<file path="config.mk">
export PLATFORM = sky130hd
export DESIGN_NAME = controlUnit
export DESIGN_NICKNAME = d
export VERILOG_FILES = /design/src/logic/ctrlPkg.sv /design/src/logic/controlUnit.sv /design/src/logic/datapathSelect.sv /design/src/logic/controlSequencer.sv /design/src/logic/instrDecoder.sv
export VERILOG_INCLUDE_DIRS = /design/src /design/src/logic
export SDC_FILE = /design/constraint.sdc
export NUM_CORES = 1
export LEC_CHECK = 0
export ABC_AREA = 1
export BUFFER_PORTS_ARGS = -buffer_cell sky130_fd_sc_hd__clkbuf_2
export CORE_MARGIN = 2
export CORE_UTILIZATION = 48
export DETAILED_ROUTE_END_ITERATION = 8
export PLACE_DENSITY = 0.85
export SLEW_MARGIN = 20
export SYNTH_ARGS = -nofsm -noshare
export SYNTH_HDL_FRONTEND = slang
export SYNTH_SLANG_ARGS = --single-unit
</file>
<file path="constraint.sdc">
create_clock -name clk -period 2.3 [get_ports clk]
set_input_delay 0.115 -clock clk [delete_from_list [all_inputs] [get_ports clk]]
set_output_delay 0.115 -clock clk [all_outputs]
set_load 0.05 [all_outputs]
</file>
<file path="src/logic/ctrl_defs.svh">
`ifndef CTRL_DEFS_SVH
`define CTRL_DEFS_SVH

// instruction field widths
`define OPCODE_W 6
`define FUNCT_W  6
`define SHAMT_W  5

// opcodes
`define OP_RTYPE 6'h00
`define OP_J     6'h02
`define OP_BEQ   6'h04
`define OP_BNE   6'h05
`define OP_LW    6'h23
`define OP_SW    6'h2b

// R-type funct codes
`define FN_SLL   6'h00 // sll with shamt zero is nop
`define FN_BREAK 6'h0d
`define FN_ADD   6'h20
`define FN_SUB   6'h22
`define FN_AND   6'h24
`define FN_XOR   6'h26

`endif
</file>
<file path="src/logic/ctrlPkg.sv">
package ctrlPkg;

	typedef enum logic [3:0] {
		kindAlu,
		kindBeq,
		kindBne,
		kindLw,
		kindSw,
		kindJ,
		kindNop,
		kindBreak,
		kindUnsupported
	} instrKind;

	typedef enum logic [3:0] {
		ResetState,
		Fetch,
		Decode,
		AluExecute,
		AluWriteback,
		Branch,
		Jump,
		LoadAddr,
		MemRead,
		LoadWriteback,
		StoreAddr,
		MemWrite,
		Nop,
		Halt
	} ctrlState;

	// ALU function codes as the datapath ALU expects them
	typedef enum logic [2:0] {
		aluNone = 3'b000,
		aluAdd  = 3'b001,
		aluSub  = 3'b010,
		aluAnd  = 3'b011,
		aluXor  = 3'b110
	} aluOp;

	typedef enum logic [1:0] {pcSeq = 2'd0, pcBranch = 2'd1, pcJump = 2'd2} pcSource;

	typedef enum logic [1:0] {
		srcBReg       = 2'd0,
		srcBFour      = 2'd1,
		srcBImm       = 2'd2,
		srcBBranchOff = 2'd3
	} aluSrcBSel;

	typedef enum logic {dstRt = 1'b0, dstRd = 1'b1} regDstSel;
	typedef enum logic {wbAlu = 1'b0, wbMem = 1'b1} memToRegSel;
	typedef enum logic {addrPc = 1'b0, addrAlu = 1'b1} addrSel;

endpackage

</file>
<file path="src/logic/controlUnit.sv">
`include "ctrl_defs.svh"

module controlUnit
(
	input  logic                 clk,
	input  logic                 reset,
	input  logic [`OPCODE_W-1:0] opcode,
	input  logic [`FUNCT_W-1:0]  funct,
	input  logic [`SHAMT_W-1:0]  shamt,
	input  logic                 wbAck,
	output logic                 wbCyc,
	output logic                 wbStb,
	output logic                 wbWe,
	output logic                 irWrite,
	output logic                 pcControl,
	output logic                 mdrControl,
	output ctrlPkg::addrSel      iorD,
	output logic                 writeA,
	output logic                 writeB,
	output logic                 aluSrcA,
	output ctrlPkg::aluSrcBSel   aluSrcB,
	output ctrlPkg::aluOp        aluControl,
	output logic                 regAluControl,
	output logic                 pcCond,
	output logic                 bneOrBeq,
	output ctrlPkg::pcSource     origPc,
	output logic                 regWrite,
	output ctrlPkg::regDstSel    regDst,
	output ctrlPkg::memToRegSel  memToReg,
	output ctrlPkg::ctrlState    state
);

	ctrlPkg::instrKind decKind;
	ctrlPkg::aluOp decAluOp;

	instrDecoder u_decoder
	(
		.opcode(opcode),
		.funct(funct),
		.shamt(shamt),
		.kind(decKind),
		.aluOp(decAluOp)
	);

	controlSequencer u_sequencer
	(
		.clk(clk),
		.reset(reset),
		.kind(decKind),
		.wbAck(wbAck),
		.state(state),
		.wbCyc(wbCyc),
		.wbStb(wbStb),
		.wbWe(wbWe),
		.irWrite(irWrite),
		.pcControl(pcControl),
		.mdrControl(mdrControl)
	);

	datapathSelect u_select
	(
		.state(state),
		.kind(decKind),
		.aluOp(decAluOp),
		.iorD(iorD),
		.writeA(writeA),
		.writeB(writeB),
		.aluSrcA(aluSrcA),
		.aluSrcB(aluSrcB),
		.aluControl(aluControl),
		.regAluControl(regAluControl),
		.pcCond(pcCond),
		.bneOrBeq(bneOrBeq),
		.origPc(origPc),
		.regWrite(regWrite),
		.regDst(regDst),
		.memToReg(memToReg)
	);

endmodule

</file>
<file path="src/logic/datapathSelect.sv">
module datapathSelect
(
	input  ctrlPkg::ctrlState  state,
	input  ctrlPkg::instrKind  kind,
	input  ctrlPkg::aluOp      aluOp,
	output ctrlPkg::addrSel    iorD,
	output logic               writeA,
	output logic               writeB,
	output logic               aluSrcA,
	output ctrlPkg::aluSrcBSel aluSrcB,
	output ctrlPkg::aluOp      aluControl,
	output logic               regAluControl,
	output logic               pcCond,
	output logic               bneOrBeq,
	output ctrlPkg::pcSource   origPc,
	output logic               regWrite,
	output ctrlPkg::regDstSel  regDst,
	output ctrlPkg::memToRegSel memToReg
);

	always_comb
	begin
		iorD = ctrlPkg::addrPc;
		writeA = 1'b0;
		writeB = 1'b0;
		aluSrcA = 1'b0; // 0 pc, 1 register A
		aluSrcB = ctrlPkg::srcBReg;
		aluControl = ctrlPkg::aluNone;
		regAluControl = 1'b0;
		pcCond = 1'b0;
		bneOrBeq = 1'b0;
		origPc = ctrlPkg::pcSeq;
		regWrite = 1'b0;
		regDst = ctrlPkg::dstRt;
		memToReg = ctrlPkg::wbAlu;
		case (state)
			ctrlPkg::Fetch:
			begin
				aluControl = ctrlPkg::aluAdd; // pc + 4
				aluSrcB = ctrlPkg::srcBFour;
			end
			ctrlPkg::Decode:
			begin
				// branch target computed early, operands latched
				aluControl = ctrlPkg::aluAdd;
				aluSrcB = ctrlPkg::srcBBranchOff;
				regAluControl = 1'b1;
				writeA = 1'b1;
				writeB = 1'b1;
			end
			ctrlPkg::AluExecute:
			begin
				aluControl = aluOp;
				aluSrcA = 1'b1;
				regAluControl = 1'b1;
			end
			ctrlPkg::AluWriteback:
			begin
				regWrite = 1'b1;
				regDst = ctrlPkg::dstRd;
				memToReg = ctrlPkg::wbAlu;
			end
			ctrlPkg::Branch:
			begin
				pcCond = 1'b1;
				origPc = ctrlPkg::pcBranch;
				aluControl = ctrlPkg::aluSub; // compare rs and rt
				aluSrcA = 1'b1;
				bneOrBeq = (kind == ctrlPkg::kindBeq);
			end
			ctrlPkg::Jump: origPc = ctrlPkg::pcJump;
			ctrlPkg::LoadAddr, ctrlPkg::StoreAddr:
			begin
				aluControl = ctrlPkg::aluAdd; // base + offset
				aluSrcA = 1'b1;
				aluSrcB = ctrlPkg::srcBImm;
				regAluControl = 1'b1;
			end
			ctrlPkg::MemRead: iorD = ctrlPkg::addrAlu;
			ctrlPkg::MemWrite:
			begin
				iorD = ctrlPkg::addrAlu;
				writeB = 1'b1;
			end
			ctrlPkg::LoadWriteback:
			begin
				regWrite = 1'b1;
				regDst = ctrlPkg::dstRt;
				memToReg = ctrlPkg::wbMem;
			end
			default:
			begin
			end
		endcase
	end

endmodule

</file>
<file path="src/logic/controlSequencer.sv">
module controlSequencer
(
	input  logic              clk,
	input  logic              reset,
	input  ctrlPkg::instrKind kind,
	input  logic              wbAck,
	output ctrlPkg::ctrlState state,
	output logic              wbCyc,
	output logic              wbStb,
	output logic              wbWe,
	output logic              irWrite,
	output logic              pcControl,
	output logic              mdrControl
);

	ctrlPkg::ctrlState nextState;
	logic busState;

	always_ff @(posedge clk or posedge reset)
	begin
		if (reset)
			state <= ctrlPkg::ResetState;
		else
			state <= nextState;
	end

	always_comb
	begin
		nextState = state; // bus states hold here until ack
		case (state)
			ctrlPkg::ResetState: nextState = ctrlPkg::Fetch;
			ctrlPkg::Fetch:
			begin
				if (wbAck)
					nextState = ctrlPkg::Decode;
			end
			ctrlPkg::Decode:
			begin
				case (kind)
					ctrlPkg::kindAlu: nextState = ctrlPkg::AluExecute;
					ctrlPkg::kindBeq: nextState = ctrlPkg::Branch;
					ctrlPkg::kindBne: nextState = ctrlPkg::Branch;
					ctrlPkg::kindLw: nextState = ctrlPkg::LoadAddr;
					ctrlPkg::kindSw: nextState = ctrlPkg::StoreAddr;
					ctrlPkg::kindJ: nextState = ctrlPkg::Jump;
					ctrlPkg::kindNop: nextState = ctrlPkg::Nop;
					default: nextState = ctrlPkg::Halt; // break and anything undecoded
				endcase
			end
			ctrlPkg::AluExecute: nextState = ctrlPkg::AluWriteback;
			ctrlPkg::AluWriteback: nextState = ctrlPkg::Fetch;
			ctrlPkg::Branch: nextState = ctrlPkg::Fetch;
			ctrlPkg::Jump: nextState = ctrlPkg::Fetch;
			ctrlPkg::Nop: nextState = ctrlPkg::Fetch;
			ctrlPkg::LoadAddr: nextState = ctrlPkg::MemRead;
			ctrlPkg::MemRead:
			begin
				if (wbAck)
					nextState = ctrlPkg::LoadWriteback;
			end
			ctrlPkg::LoadWriteback: nextState = ctrlPkg::Fetch;
			ctrlPkg::StoreAddr: nextState = ctrlPkg::MemWrite;
			ctrlPkg::MemWrite:
			begin
				if (wbAck)
					nextState = ctrlPkg::Fetch;
			end
			ctrlPkg::Halt: nextState = ctrlPkg::Halt; // left only by reset
			default: nextState = ctrlPkg::ResetState;
		endcase
	end

	// one classic cycle per bus state
	assign busState = (state == ctrlPkg::Fetch) || (state == ctrlPkg::MemRead)
		|| (state == ctrlPkg::MemWrite);

	assign wbCyc = busState;
	assign wbStb = busState;
	assign wbWe = (state == ctrlPkg::MemWrite);

	// latch enables fire in the ack cycle only
	assign irWrite = (state == ctrlPkg::Fetch) && wbAck;
	assign mdrControl = (state == ctrlPkg::MemRead) && wbAck;
	assign pcControl = ((state == ctrlPkg::Fetch) && wbAck) || (state == ctrlPkg::Jump);

endmodule

</file>
<file path="src/logic/instrDecoder.sv">
`include "ctrl_defs.svh"

module instrDecoder
(
	input  logic [`OPCODE_W-1:0] opcode,
	input  logic [`FUNCT_W-1:0]  funct,
	input  logic [`SHAMT_W-1:0]  shamt,
	output ctrlPkg::instrKind    kind,
	output ctrlPkg::aluOp        aluOp
);

	always_comb
	begin
		kind = ctrlPkg::kindUnsupported;
		aluOp = ctrlPkg::aluNone;
		case (opcode)
			`OP_RTYPE:
			begin
				case (funct)
					`FN_ADD:
					begin
						kind = ctrlPkg::kindAlu;
						aluOp = ctrlPkg::aluAdd;
					end
					`FN_SUB:
					begin
						kind = ctrlPkg::kindAlu;
						aluOp = ctrlPkg::aluSub;
					end
					`FN_AND:
					begin
						kind = ctrlPkg::kindAlu;
						aluOp = ctrlPkg::aluAnd;
					end
					`FN_XOR:
					begin
						kind = ctrlPkg::kindAlu;
						aluOp = ctrlPkg::aluXor;
					end
					`FN_BREAK: kind = ctrlPkg::kindBreak;
					`FN_SLL:
					begin
						// only the all-zero shift is kept
						if (shamt == '0)
							kind = ctrlPkg::kindNop;
					end
					default: kind = ctrlPkg::kindUnsupported;
				endcase
			end
			`OP_BEQ: kind = ctrlPkg::kindBeq;
			`OP_BNE: kind = ctrlPkg::kindBne;
			`OP_LW: kind = ctrlPkg::kindLw;
			`OP_SW: kind = ctrlPkg::kindSw;
			`OP_J: kind = ctrlPkg::kindJ;
			default: kind = ctrlPkg::kindUnsupported;
		endcase
	end

endmodule

</file>
==> results by group, run 1 <==
Synth
  – Seq/Total Area, Yosys: 0.115
  – Post-Synthesis Cell Area: 872 um2
  – Synth Instances: 160
  – Post-Syn Area per Cell: 5.45 um2
  – Synth top cells by count: nand2_1 (38), nor2_1 (33), inv_1 (29), nand3_1 (10), nor2_2 (8)
  – Number of synthesized register bits: 4
  – EDFF count, synth: 0
  – FFs w/ async S/R, synth: 1.00
  – Top FF cell, synth: dfrtp_1
  – Synthesis Warnings: 0
  – Syn nets: 180
  – Top cells by area, synth: nand2_1 (16%), nor2_1 (14%), inv_1 (12%), dfrtp_1 (11%), nand3_2 (8.0%)
  – Biggest area consumer among synthesized cells: nand2_1
  – Most common cell in the synthesized netlist: nand2_1
  – Post-synth cell types: 25
  – Post-synth top area share: 0.164

Clock tree
  – CTS Buf Count: 3
  – Worst-path clk slew: 0.04 ns
  – CTS tree: built
  – CTS Buffer Depth: 2
  – Clk sinks: 4
  – Later-pin clock latency in the skew report: ~0.24 ns
  – CTS H-Tree Depth: 1
  – Postcts setup bufs: 0
  – Root Driver: clkbuf_4

Outcome
  – Status: complete, no violations

Worst setup path
  – CP Class: register to output port
  – CP Depth: 8
  – Critical path arrival: about 1.8 ns
  – WP buf/inv: 3
  – Crit start category: register
  – Worst endpoint required time: 2.18 ns
  – Largest delay share family, worst path: buffers and inverters
  – CP startpoint: u_sequencer.state[0]
  – Slowest stage delay, CP: 0.42 ns
  – Critical Path Fanout Max: 6
  – CP Capture Type: output port
  – CP Cell Sequence: inv_1 > nand2_1 > nor2_2 > inv_1 > nand2_1 > nor2_1 > o31ai_1 > clkbuf_2
  – Worst-case register-to-register setup slack: a little over 0.8 ns
  – Slowest CP cell: dfrtp_1
  – R2R depth: 9
  – Worst reg2reg endpoint: u_sequencer.state[1]
  – RR Startpoint: u_sequencer.state[0]

Layout
  – Max reg flops: 4
  – NumNets Final: 230
  – Share of layout cells above drive strength 1: 0.399
  – Area grow syn2layout: 35.3%
  – Finished Layout Cells: approximately 230
  – Final core occ: 0.683
  – Reg with most FFs: u_sequencer.state
  – # diodes: 0
  – Biggest regs: u_sequencer.state x4

Die
  – CORE AREA: 1730 um2
  – Initial core utilization: 0.505
  – Die X: about 47 um
  – Rows: 15
  – Die area: 2170 um2
  – Count of boundary I/O pins: 47
  – Die Y-Extent: 46.6 um

Place
  – Cells after DPL: 229
  – I/O Buffers: 46
  – Gp weighted congestion: 0.869
  – DP HPWL: 2020 um

Detailed routing
  – Routed WL per cell: around 10 um
  – Routed Antenna Nets: 0
  – Routed vias/inst: 4.92
  – Final WL: approximately 2400 um
  – Via Count: 1147
  – Remaining DRCs: 0
  – DRT Pass-1 Iters: 4
  – 1st-iter DRT viols: 26

STA
  – Final Hold Fails: 0
  – Hold Worst Slack: about 0.092 ns
  – Worst relative slew slack: 0.793
  – Fmax: about 520 MHz
  – Max-slew violation count: 0
  – RSZ-0062 raised after global routing: false
  – Final setup violation count: 0
  – Final Cycle Share: 0.829
  – Final min period: 1.91 ns
  – Slew @ Worst Pin: just over 0.3 ns
  – Max Clock Skew: about 0.0068 ns

Power and ir drop
  – Sequential power share: 0.099
  – Sw power: roughly 1000 uW
  – Cell Int Power: 397 uW
  – Clk pwr share: 0.065
  – Power Dens Cells: approximately 1200 nW/um2
  – Maximum vdd drop: between 1 and 1.5 mV
  – Switching share of power: 0.718
  – P_leak: 0.000709 uW
  – Combinational share of power: 0.836

Job
  – Max cap viols: 0

Global route
  – GR Util All Layers: 0.231
  – Largest net degree at the start of global routing: 7
  – Initial antenna violation count: 0
  – Vias in the first global route: between 900 and 1000
  – Grt ovf: 0
  – Global-route wire length before repair: roughly 3700 um

Hold path
  – Hold path start: wbAck
  – Hold Path End: u_sequencer.state[1]
  – Min-Delay Path Class: input port to register
  – Hold Path Depth: 2
## worst register-to-register path: stages, from the launching register on
cell	delay [ns]
dfrtp_1	0.42
inv_1	0.09
nor2_1	0.09
inv_1	0.10
nor2_1	0.19
inv_1	0.13
nand3_2	0.10
nand2_2	0.08
nand2_1	0.07
o21ai_1	0.07
## layer usage
layer,track usage,vias to the layer above,share of wire
met1,0.303,511,0.44
met3,0.0157,2,0.055
met2,0.392,42,0.50
met5,0,-,0
li1,-,592,-
met4,0.0833,0,0.0067
## placed cells by master (no fill, tap or decap), types with 3 or more instances in the layout
master / count
clkbuf_2: 46
nand2_1: 38
nor2_1: 30
inv_1: 29
nor2_2: 10
nand3_1: 9
nand3_2: 8
nor2_4: 6
dfrtp_1: 4
nand4_1: 3
nand2_2: 3
clkbuf_4: 3
## kinds of logic (layout without fill, tap and decap cells)
kind of cell,count (synthesis),count (layout),synth area share
AND/OR/NAND/NOR,112,112,0.653
AO/OA/AOI/OAI,11,11,0.0789
buffers and inverters,33,81,0.154
flip-flops,4,4,0.115
## final cells by class
type	instances	area, um2
clock buffers	3	22.5
fillers	177	547
inverters	31	119
multi-input cells	123	667
flip-flops and latches	4	100
well taps	25	31.3
repair buffers	47	240
## power by group through the flow
stage	combinational [uW]	clock [uW]	sequential, uW
4_1_cts	1170	95.6	139
6_report	1170	91.4	140
5_1_grt	1250	99.8	143
2_1_floorplan	855	0	222
3_3_place_gp	1160	0	136
3_5_place_dp	1160	0	139
## what timing repair did
item,4_1_cts,5_1_grt
hold endpoints to repair,4,0
resized for setup,0,0
hold buffers,1,0
## how the worst max path moves through the flow
| stage | to |
|---|---|
| after floorplan | aluControl[0] |
| after global placement | aluControl[0] |
| after detailed placement | aluControl[0] |
| after CTS | aluControl[0] |
| after global routing | aluControl[0] |
| final | aluControl[0] |
## stage by stage
step | setup TNS (ns) | cell area [um2] | worst slack [ns] | total power (uW)
global route | 0 | 1180 | 0.263 | 1500
finish | 0 | 1180 | 0.392 | 1410
detailed placement | 0 | 1150 | 0.663 | 1300
floorplan | -0.284 | 901 | -0.284 | 1080
global placement | 0 | 1150 | 0.724 | 1290
CTS | 0 | 1180 | 0.396 | 1410
(Power assumes the default switching activity.)
==> inputs of run 2 (changes only) <==
- CORE_ASPECT_RATIO: not set -> 0.6
- CORE_UTILIZATION: 48 -> 40
- PLACE_DENSITY: 0.85 -> 0.76
- clock period: 2.3 -> 1.6 ns (I/O delays scaled with it)
==> run 2 against run 1 <==
Effect of this change: hold slack got worse by 0.023 ns; register-to-register slack got worse by 0.84 ns; final cell count rose by 12%; power rose by 140%; largest cell class unchanged; die area rose by 19%; the flow now finishes with violations (setup timing); largest power group unchanged; global-route usage rose by 4.3 points.
==> results by group, run 2 (synthesis gave the netlist of run 1 again) <==
Outcome
  – Status: complete, but fails checks
  – Failing checks: setup timing

Clock tree
  – CTS tree: built
  – Clk sinks: 4 (unchanged)
  – CTS H-Tree Depth: 1 (unchanged)
  – Later-pin clock latency in the skew report: 0.25 ns (about the same)
  – CTS Buffer Depth: 2 (unchanged)
  – CTS Buf Count: 3 (unchanged)
  – Worst-path clk slew: 0.03 ns (about the same)
  – Root Driver: clkbuf_4

Hold path
  – Min-Delay Path Class: input port to register
  – Hold Path Depth: 2 (unchanged)
  – Hold path start: wbAck
  – Hold Path End: u_sequencer.state[1]

STA
  – Final setup TNS: -0.685 ns (-0.685 ns)
  – Max-slew violation count: 0 (unchanged)
  – Final setup margin: -0.0982 ns (-0.491 ns)
  – Slew @ Worst Pin: 0.300 ns (-0.00837 ns)
  – Fmax: 589 MHz
  – Worst relative slew slack: 0.800 (+0.00694)
  – Final Cycle Share: 1.06
  – Final setup violation count: 13 (+13)
  – Final min period: approximately 1.7 ns
  – Final Hold Fails: 0 (unchanged)
  – RSZ-0062 raised after global routing: true
  – Max Clock Skew: 0.00774 ns (+0.000936 ns)

Layout
  – Most frequent cells in the layout: nand2_1 (31), clkbuf_2 (25), inv_1 (19), nor2_1 (19)
  – Share of layout cells above drive strength 1: 0.619 (+0.220)
  – Reg with most FFs: u_sequencer.state
  – Multi-input combinational cell area: 880 um2 (+32%)
  – Fin area: 1790 um2 (+52%)
  – Finished Layout Cells: 261 (+12%)
  – Commonest non-fill, non-tap cell in the layout: nand2_1
  – Max reg flops: 4 (unchanged)
  – Biggest regs: u_sequencer.state x4
  – Register area: 105 um2 (+5.0%)
  – FILL cells: 97 (-45%)
  – NumNets Final: 253 (+10%)
  – Area grow syn2layout: 106%
  – # diodes: 0 (unchanged)

Place
  – DP HPWL: 2400 um (+19%)
  – Pre-CTS setup slack: 0.00687 ns (-0.656 ns)
  – DP Area: 1350 um2 (+17%)
  – Cells after DPL: 245 (+7.0%)
  – Gp weighted congestion: 0.757 (-13%)
  – I/O Buffers: 46 (unchanged)

Detailed routing
  – Routed vias/inst: 5.94 (+21%)
  – Remaining DRCs: 0 (unchanged)
  – Final WL: 4780 um (+100%)
  – DRT Pass-1 Iters: 5 (+1)
  – 1st-iter DRT viols: 190 (+630%)
  – Routed Antenna Nets: 0 (unchanged)
  – Via Count: 1550 (+35%)
  – Routed WL per cell: 18.3 um (+79%)

Global route
  – Largest net degree at the start of global routing: 7 (unchanged)
  – Vias in the first global route: 1187 (+27%)
  – Initial antenna violation count: 0 (unchanged)
  – Global-route wire length before repair: 5320 um (+44%)
  – Grt ovf: 0 (unchanged)
  – GR Util All Layers: 0.274 (+0.0435)

Worst setup path
  – Worst endpoint required time: 1.52 ns (-0.66 ns)
  – Crit start category: register
  – CP Capture Type: output port
  – Critical Path Fanout Max: 4 (-2)
  – Slowest stage delay, CP: 0.43 ns (about the same)
  – CP Cell Sequence: buf_6 > nor2_4 > inv_2 > buf_6 > nor2_4 > inv_4 > nand3_4 > clkbuf_16
  – Worst reg2reg endpoint: u_sequencer.state[1]
  – Worst-case register-to-register setup slack: -0.01 ns (-0.84 ns)
  – CP Class: register to output port
  – RR Startpoint: u_sequencer.state[2]
  – Slowest CP cell: dfrtp_2
  – Critical path arrival: 1.62 ns (-0.17 ns)
  – R2R depth: 10 (+1)

Power and ir drop
  – Switching share of power: 0.589 (-0.129)
  – Clk pwr share: 0.039 (-0.026)
  – Power Dens Cells: 1880 nW/um2 (+58%)
  – P_leak: 0.000943 uW (+33%)
  – Maximum vdd drop: 2.29 mV (+61%)
  – Sequential power share: 0.065 (-0.034)
  – Combinational share of power: 0.896 (+0.060)
  – Sw power: 1990 uW (+97%)
  – Cell Int Power: 1390 uW (+250%)

Die
  – Die Y-Extent: 40.2 um (-14%)
  – Die X: 64.3 um (+38%)
  – Rows: 13 (-2)
  – CORE AREA: 2110 um2 (+22%)
  – Die area: 2580 um2 (+19%)
  – Initial core utilization: 0.412 (-0.0926)
  – Count of boundary I/O pins: 47 (unchanged)

Job
  – Max cap viols: 0 (unchanged)
[run 2: cell types whose count changed in the layout (fill, tap and decap cells not counted), sizes merged]
cell	delta
clkinv	+1
buf	+39
inv	-1
clkbuf	-16
[run 2: timing repair]
item,4_1_cts,5_1_grt
resized for setup,52,47
buffers inserted,5,7
pin swaps,8,6
setup endpoints to repair,17,22
hold endpoints to repair,4,0
hold buffers,1,0
cloned,0,0
[run 2: worst max-delay path: cells and delay by family (launching register included)]
kind | cells | cell delay (ns)
AND/OR/NAND/NOR | 3 | 0.36
flip-flops | 1 | 0.43
buffers and inverters | 5 | 0.59
[run 2: cell type report]
type | instances | area share
clock buffers | 3 | 0.0126
inverters | 31 | 0.0746
multi-input cells | 123 | 0.490
flip-flops and latches | 4 | 0.0586
well taps | 30 | 0.0209
repair buffers | 70 | 0.343
[run 2: through the flow]
step	util	total power [uW]	hold WS, ns
after floorplan	-	1750	-0.154
after global placement	0.637	2160	-0.0594
after detailed placement	0.637	2190	-0.0521
after CTS	0.766	2840	0.0935
after global routing	0.849	3470	0.0735
final	0.849	3380	0.0684
[run 2: power by group through the flow]
stage                     clock [uW]  combinational (uW)  sequential, uW
after floorplan                    0                1420             330
after global placement             0                1960             198
after detailed placement           0                1990             202
after CTS                        127                2500             210
after global routing             133                3120             222
final                            133                3030             219
[run 2: metal layers]
layer / wire length [um] / track usage / vias up
li1: - / - / 645
met1: 1680 / 0.308 / 699
met2: 2260 / 0.557 / 148
met3: 472 / 0.0421 / 58
met4: 364 / 0.0957 / 0
met5: 0 / 0 / -
[run 2: worst max-delay path by stage]
stage,startpoint,to,slack [ns],cells past startpoint
6_report,u_sequencer.state[2],wbCyc,-0.1,8
5_1_grt,u_sequencer.state[2],wbCyc,-0.14,8
4_1_cts,u_sequencer.state[2],wbCyc,-0.01,8
3_5_place_dp,u_sequencer.state[2],aluControl[1],0.007,6
3_3_place_gp,u_sequencer.state[3],aluControl[1],0.06,6
2_1_floorplan,u_sequencer.state[0],aluControl[0],-0.14,7
